===== src/design/soc_bus_pkg.sv =====
`default_nettype none

package soc_bus_pkg;

  typedef logic [31:0] addr_t;
  typedef logic [31:0] data_t;

  typedef enum logic [1:0] {
    resp_okay   = 2'd0,
    resp_slverr = 2'd2
  } resp_t;

  // CLINT mtime window
  localparam addr_t clint_mtime_lo = 32'ha000_0048;
  localparam addr_t clint_mtime_hi = 32'ha000_004c;

  // ########################################
  // Channel payloads

  typedef struct packed {
    addr_t addr;
    logic  valid;
  } ar_req_t;

  typedef struct packed {
    data_t data;
    resp_t resp;
    logic  valid;
  } r_rsp_t;

  typedef struct packed {
    addr_t      addr;
    data_t      data;
    logic [3:0] strb;
    logic       awvalid;
    logic       wvalid;
  } aw_w_req_t;

  typedef struct packed {
    resp_t resp;
    logic  valid;
  } b_rsp_t;

  // ########################################
  // Arbiter state

  typedef enum logic [1:0] {grant_fetch, grant_lsu, grant_none} grant_t;
  typedef enum logic [1:0] {target_clint, target_ext, target_none} target_t;
  typedef enum logic {arb_idle, arb_busy} arb_state_t;

endpackage

`default_nettype wire


===== src/design/bus_arbiter.sv =====
`default_nettype none
`timescale 1ns/1ps

module bus_arbiter
  import soc_bus_pkg::*;
(
  input  wire              clock,
  input  wire              reset,
  // Fetch requester
  input  wire ar_req_t     fetch_ar,
  output logic             fetch_arready,
  output r_rsp_t           fetch_r,
  input  wire              fetch_rready,
  // LSU requester
  input  wire ar_req_t     lsu_ar,
  output logic             lsu_arready,
  input  wire aw_w_req_t   lsu_aw_w,
  output logic             lsu_awready,
  output logic             lsu_wready,
  output r_rsp_t           lsu_r,
  input  wire              lsu_rready,
  output b_rsp_t           lsu_b,
  input  wire              lsu_bready,
  // Timer target
  output ar_req_t          clint_ar,
  input  wire              clint_arready,
  output aw_w_req_t        clint_aw_w,
  input  wire              clint_awready,
  input  wire r_rsp_t      clint_r,
  output logic             clint_rready,
  input  wire b_rsp_t      clint_b,
  output logic             clint_bready,
  // External target
  output ar_req_t          ext_ar,
  input  wire              ext_arready,
  output aw_w_req_t        ext_aw_w,
  input  wire              ext_awready,
  input  wire r_rsp_t      ext_r,
  output logic             ext_rready,
  input  wire b_rsp_t      ext_b,
  output logic             ext_bready
);

  arb_state_t state;
  grant_t     grant;
  target_t    target;
  logic       is_write;  // Latched LSU write

  ar_req_t    req_ar;
  logic       req_rready;
  r_rsp_t     sel_r;
  b_rsp_t     sel_b;
  logic       sel_arready;
  logic       sel_awready;
  logic       done;

  function automatic target_t decode(input addr_t addr);
    target_t t;
    if (addr == clint_mtime_lo || addr == clint_mtime_hi) begin
      t = target_clint;
    end else begin
      t = target_ext;
    end
    return t;
  endfunction

  // ########################################
  // Grant FSM

  always_ff @(posedge clock) begin
    if (reset) begin
      state    <= arb_idle;
      grant    <= grant_none;
      target   <= target_none;
      is_write <= 1'b0;
    end else begin
      case (state)
        arb_idle: begin
          if (fetch_ar.valid) begin  // Fetch first
            state    <= arb_busy;
            grant    <= grant_fetch;
            target   <= decode(fetch_ar.addr);
            is_write <= 1'b0;
          end else if (lsu_ar.valid) begin
            state    <= arb_busy;
            grant    <= grant_lsu;
            target   <= decode(lsu_ar.addr);
            is_write <= 1'b0;
          end else if (lsu_aw_w.awvalid && lsu_aw_w.wvalid) begin
            state    <= arb_busy;
            grant    <= grant_lsu;
            target   <= decode(lsu_aw_w.addr);
            is_write <= 1'b1;
          end
        end
        arb_busy: begin
          if (done) begin
            state    <= arb_idle;
            grant    <= grant_none;
            target   <= target_none;
            is_write <= 1'b0;
          end
        end
        default: state <= arb_idle;
      endcase
    end
  end

  // ########################################
  // Steering and merge

  assign req_ar     = (grant == grant_fetch) ? fetch_ar : lsu_ar;
  assign req_rready = (grant == grant_fetch) ? fetch_rready : lsu_rready;

  always_comb begin
    sel_r       = '0;
    sel_b       = '0;
    sel_arready = 1'b0;
    sel_awready = 1'b0;
    case (target)
      target_clint: begin
        sel_r       = clint_r;
        sel_b       = clint_b;
        sel_arready = clint_arready;
        sel_awready = clint_awready;
      end
      target_ext: begin
        sel_r       = ext_r;
        sel_b       = ext_b;
        sel_arready = ext_arready;
        sel_awready = ext_awready;
      end
      default: ;
    endcase
  end

  // Ending R or B transfer
  assign done = is_write ? (sel_b.valid && lsu_bready) : (sel_r.valid && req_rready);

  always_comb begin
    clint_ar     = '0;
    clint_aw_w   = '0;
    clint_rready = 1'b0;
    clint_bready = 1'b0;
    ext_ar       = '0;
    ext_aw_w     = '0;
    ext_rready   = 1'b0;
    ext_bready   = 1'b0;
    if (state == arb_busy) begin
      if (target == target_clint) begin
        if (is_write) begin
          clint_aw_w   = lsu_aw_w;
          clint_bready = lsu_bready;
        end else begin
          clint_ar     = req_ar;
          clint_rready = req_rready;
        end
      end else if (target == target_ext) begin
        if (is_write) begin
          ext_aw_w   = lsu_aw_w;
          ext_bready = lsu_bready;
        end else begin
          ext_ar     = req_ar;
          ext_rready = req_rready;
        end
      end
    end
  end

  always_comb begin
    fetch_arready = 1'b0;
    fetch_r       = '0;
    lsu_arready   = 1'b0;
    lsu_awready   = 1'b0;
    lsu_wready    = 1'b0;
    lsu_r         = '0;
    lsu_b         = '0;
    if (state == arb_busy) begin
      if (grant == grant_fetch) begin
        fetch_arready = sel_arready;
        fetch_r       = sel_r;
      end else if (grant == grant_lsu && is_write) begin
        lsu_awready = sel_awready;
        lsu_wready  = sel_awready;  // AW and W go together
        lsu_b       = sel_b;
      end else if (grant == grant_lsu) begin
        lsu_arready = sel_arready;
        lsu_r       = sel_r;
      end
    end
  end

endmodule

`default_nettype wire


===== src/design/clint_timer.sv =====
`default_nettype none
`timescale 1ns/1ps

module clint_timer
  import soc_bus_pkg::*;
(
  input  wire            clock,
  input  wire            reset,
  input  wire ar_req_t   ar,
  output logic           arready,
  input  wire aw_w_req_t aw_w,
  output logic           awready,
  output r_rsp_t         r,
  input  wire            rready,
  output b_rsp_t         b,
  input  wire            bready
);

  logic [63:0] mtime;
  logic [31:0] mtime_hi_snap;  // Upper half taken at lo read

  logic        r_valid;
  data_t       r_data;
  resp_t       r_resp;
  logic        b_valid;

  logic        pending;
  logic        rd_accept;
  logic        wr_accept;

  assign pending   = r_valid || b_valid;
  assign arready   = !pending;
  assign awready   = !pending && !ar.valid;
  assign rd_accept = ar.valid && arready;
  assign wr_accept = aw_w.awvalid && aw_w.wvalid && awready;

  // ########################################
  // Free-running counter

  always_ff @(posedge clock) begin
    if (reset) begin
      mtime <= 64'd0;
    end else begin
      mtime <= mtime + 64'd1;
    end
  end

  // ########################################
  // Response slots

  always_ff @(posedge clock) begin
    if (reset) begin
      r_valid <= 1'b0;
      b_valid <= 1'b0;
    end else begin
      if (rd_accept) begin
        r_valid <= 1'b1;
      end else if (r_valid && rready) begin
        r_valid <= 1'b0;
      end
      if (wr_accept) begin
        b_valid <= 1'b1;  // mtime is read-only
      end else if (b_valid && bready) begin
        b_valid <= 1'b0;
      end
    end
  end

  always_ff @(posedge clock) begin
    if (rd_accept) begin
      if (ar.addr == clint_mtime_lo) begin
        r_data        <= mtime[31:0];
        r_resp        <= resp_okay;
        mtime_hi_snap <= mtime[63:32];
      end else if (ar.addr == clint_mtime_hi) begin
        r_data <= mtime_hi_snap;
        r_resp <= resp_okay;
      end else begin
        r_data <= '0;
        r_resp <= resp_slverr;
      end
    end
  end

  assign r = '{data: r_data, resp: r_resp, valid: r_valid};
  assign b = '{resp: resp_slverr, valid: b_valid};

endmodule

`default_nettype wire


===== src/design/soc_bus_top.sv =====
`default_nettype none
`timescale 1ns/1ps

module soc_bus_top
  import soc_bus_pkg::*;
(
  input  wire              clock,
  input  wire              reset,
  // Fetch port
  input  wire ar_req_t     fetch_ar,
  output logic             fetch_arready,
  output r_rsp_t           fetch_r,
  input  wire              fetch_rready,
  // LSU port
  input  wire ar_req_t     lsu_ar,
  output logic             lsu_arready,
  input  wire aw_w_req_t   lsu_aw_w,
  output logic             lsu_awready,
  output logic             lsu_wready,
  output r_rsp_t           lsu_r,
  input  wire              lsu_rready,
  output b_rsp_t           lsu_b,
  input  wire              lsu_bready,
  // External AXI-Lite port
  output ar_req_t          ext_ar,
  input  wire              ext_arready,
  output aw_w_req_t        ext_aw_w,
  input  wire              ext_awready,
  input  wire r_rsp_t      ext_r,
  output logic             ext_rready,
  input  wire b_rsp_t      ext_b,
  output logic             ext_bready
);

  // Arbiter to timer
  ar_req_t   clint_ar;
  aw_w_req_t clint_aw_w;
  logic      clint_arready;
  logic      clint_awready;
  r_rsp_t    clint_r;
  b_rsp_t    clint_b;
  logic      clint_rready;
  logic      clint_bready;

  bus_arbiter arb0 (
    .clock         (clock),
    .reset         (reset),
    .fetch_ar      (fetch_ar),
    .fetch_arready (fetch_arready),
    .fetch_r       (fetch_r),
    .fetch_rready  (fetch_rready),
    .lsu_ar        (lsu_ar),
    .lsu_arready   (lsu_arready),
    .lsu_aw_w      (lsu_aw_w),
    .lsu_awready   (lsu_awready),
    .lsu_wready    (lsu_wready),
    .lsu_r         (lsu_r),
    .lsu_rready    (lsu_rready),
    .lsu_b         (lsu_b),
    .lsu_bready    (lsu_bready),
    .clint_ar      (clint_ar),
    .clint_arready (clint_arready),
    .clint_aw_w    (clint_aw_w),
    .clint_awready (clint_awready),
    .clint_r       (clint_r),
    .clint_rready  (clint_rready),
    .clint_b       (clint_b),
    .clint_bready  (clint_bready),
    .ext_ar        (ext_ar),
    .ext_arready   (ext_arready),
    .ext_aw_w      (ext_aw_w),
    .ext_awready   (ext_awready),
    .ext_r         (ext_r),
    .ext_rready    (ext_rready),
    .ext_b         (ext_b),
    .ext_bready    (ext_bready)
  );

  clint_timer clint0 (
    .clock   (clock),
    .reset   (reset),
    .ar      (clint_ar),
    .arready (clint_arready),
    .aw_w    (clint_aw_w),
    .awready (clint_awready),
    .r       (clint_r),
    .rready  (clint_rready),
    .b       (clint_b),
    .bready  (clint_bready)
  );

endmodule

`default_nettype wire


===== config.mk =====
export PLATFORM = sky130hd
export DESIGN_NAME = soc_bus_top
export DESIGN_NICKNAME = d
export VERILOG_FILES = /design/src/design/soc_bus_pkg.sv /design/src/design/bus_arbiter.sv /design/src/design/clint_timer.sv /design/src/design/soc_bus_top.sv
export SDC_FILE = /design/constraint.sdc
export NUM_CORES = 1
export LEC_CHECK = 0
export ABC_CLOCK_PERIOD_IN_PS = 5300
export BUFFER_PORTS_ARGS = -buffer_cell sky130_fd_sc_hd__buf_2
export CAP_MARGIN = 20
export CORE_ASPECT_RATIO = 2
export CORE_UTILIZATION = 44
export CTS_CLUSTER_SIZE = 28
export DETAILED_ROUTE_END_ITERATION = 8
export GPL_TIMING_DRIVEN = 1
export PLACE_DENSITY = 0.78
export SYNTH_ARGS = -nofsm -noshare
export SYNTH_HDL_FRONTEND = slang
export SYNTH_HIERARCHICAL = 1
export SYNTH_SLANG_ARGS = --single-unit

===== constraint.sdc =====
create_clock -name clock -period 5.3 [get_ports clock]
set_clock_uncertainty 0.2 [all_clocks]
set_input_delay 0.265 -clock clock [delete_from_list [all_inputs] [get_ports clock]]
set_output_delay 0.265 -clock clock [all_outputs]
set_load 0.02 [all_outputs]

==> impl_metrics.tcl <==
set metrics [dict create \
    worstSetupPathType "register to register" \
    finalPower_mw 2.77 \
    cts_buffers 17 \
    drive_above_1_share_pct 33.2 \
    path_common_cell "buf_4" \
    layout.nets 1477 \
    ir_worst_vdd_v 0.000230 \
    crit_path_end_kind "register" \
    clock_latency_ns 0.43 \
    cts_resized 0 \
    tns_ns 0 \
    drt-initial-drc-count 651 \
    tightest_slew_ns 1.03 \
    critPathArrivalTime_ns 3.78 \
    cts-hold-fix-buffers 0 \
    synthCells 976 \
    htreeDepth 4 \
    drc_errors 0 \
    cts_buffer_depth 2 \
    p_leak_nw 4.59 \
    io_buffers 362 \
    vias 8978 \
    rows 71 \
    rsz0062_at_grt "false" \
    status "completed" \
    io_pins 363 \
    crit_slowest_cell "nand2b_1" \
    timing.final.max_slew_violations 0 \
    required_ns 5.17 \
    setup_violations 0 \
    grt_max_degree 115 \
    avgSynthCellArea_um2 8.58 \
    crit_chain "nor2b_1 > and2b_1 > nand2b_1 > nor2_1 > nor4b_1 > nand4_1 > or3_1 > buf_4 > nor3_2 > buf_4" \
    dp_cells 1530 \
    hold_viol 0 \
    ant_nets 0 \
    post-route-period-util_pct 73.7 \
    die_w_um 99.5 \
    drt_wl_total_mm 32.1 \
    clk_pin_slew_worst_paths_ns 0.07 \
    period_needed_ns 3.91 \
    grt_util_all_layers_pct 32.4 \
    routedWlPerCell_um 20.5 \
    hold_class "primary input to register" \
    via_per_inst 5.74 \
    place_hpwl_mm 24.9 \
    first_global_vias 8207 \
    ys_warn_count 6 \
    drtPass1Iterations 5 \
    instances_no_fill 1565 \
    floorplan.initialDensity_pct 44.7 \
    cp_max_fo 34 \
    startpoint_type "register" \
    core_area_um2 18700 \
    clock_sinks 136 \
    root_buffer "clkbuf_16" \
    powerDensity_nw_per_um2 253 \
    fmax_ghz 0.256 \
    area_growth_pct 30.7 \
    slowest_delay_ns 0.43 \
    place_congestion 1.01 \
    die_h_um 197 \
    syn_area_um2 8370 \
    postCtsSetupRepairBufs 0 \
    antenna_found_initial 4 \
    max-slew-margin-rel_pct 31.1 \
    maxCapViolations 0 \
    cts_tree "done" \
    die_area_um2 19600 \
    grt_pass1_wl_mm 47.1 \
    grt_overflow 0 \
]
state kept, by name, summed over array words and instances, names as in the netlist, 2 cells and up:
register              count
clint0/r_data            32
clint0/mtime             64
clint0/mtime_hi_snap     32
arb0/grant                2
final timing paths:
kind,start,end,slack (ns),cells after the start
min reg2reg,clint0/mtime[63],clint0/mtime_hi_snap[31],0.28,0
max reg2reg,arb0/state,clint0/mtime_hi_snap[4],1.39,10
min,fetch_ar[0],arb0/grant[0],0.04,3
max,arb0/state,clint0/mtime_hi_snap[4],1.39,10
power by group:
| part | internal (mW) | total [mW] | leakage [nW] | switching, mW |
|---|---|---|---|---|
| Combinational | 0.133 | 0.357 | 3.15 | 0.224 |
| Clock | 0.822 | 1.30 | 0.308 | 0.477 |
| Sequential | 1.11 | 1.11 | 1.13 | 0.00942 |
layout by cell type (no fill, tap or decap), types with 8 or more instances in the layout:
cell type  instances
a21oi_1           27
and3_1            39
buf_2            362
buf_4             15
clkbuf_16         18
dfxtp_1           68
edfxtp_1          65
inv_1             11
mux2i_1          105
nand2_1           72
nand3_1           30
nand4_1           29
nor2_1           201
nor3_1            46
nor4_1            57
o21ai_0           15
o31ai_1            8
or3_1             16
or4_1              8
xor2_1            32
per-stage QoR:
stage	setup slack [ns]	hold slack, ns	cell area, µm²	util, %
detailed placement	1.45	0.252	10300	54.8
global route	1.11	0.0511	10900	58.4
global placement	1.51	0.233	10300	54.8
CTS	1.25	0.0261	10900	58.3
floorplan	0.0935	0.134	8370	-
finish	1.39	0.0406	10900	58.4
metal layers:
layer,global-route usage [%],wire length (µm),vias to the layer above
li1,-,-,4141
met1,37.8,11600,4248
met2,55.0,16100,502
met3,7.11,2970,85
met4,17.1,1410,2
met5,0,9,-
area by class of cell:
| class | instances | area [µm²] |
|---|---|---|
| fillers | 1717 | 7800 |
| multi-input cells | 751 | 4610 |
| flip-flops and latches | 136 | 3380 |
| repair buffers | 378 | 1940 |
| clock buffers | 20 | 458 |
| well taps | 255 | 319 |
| clock inverters | 12 | 185 |
| inverters | 11 | 41.3 |
| diodes | 2 | 5.00 |
worst max-delay path, delay by kind of cell, from the launching register on:
kind | cells | cell delay (ns)
buffers and inverters | 2 | 0.67
flip-flops | 1 | 0.42
AND/OR/NAND/NOR | 8 | 2.21
Note: power is estimated with default switching activity, not from simulation.
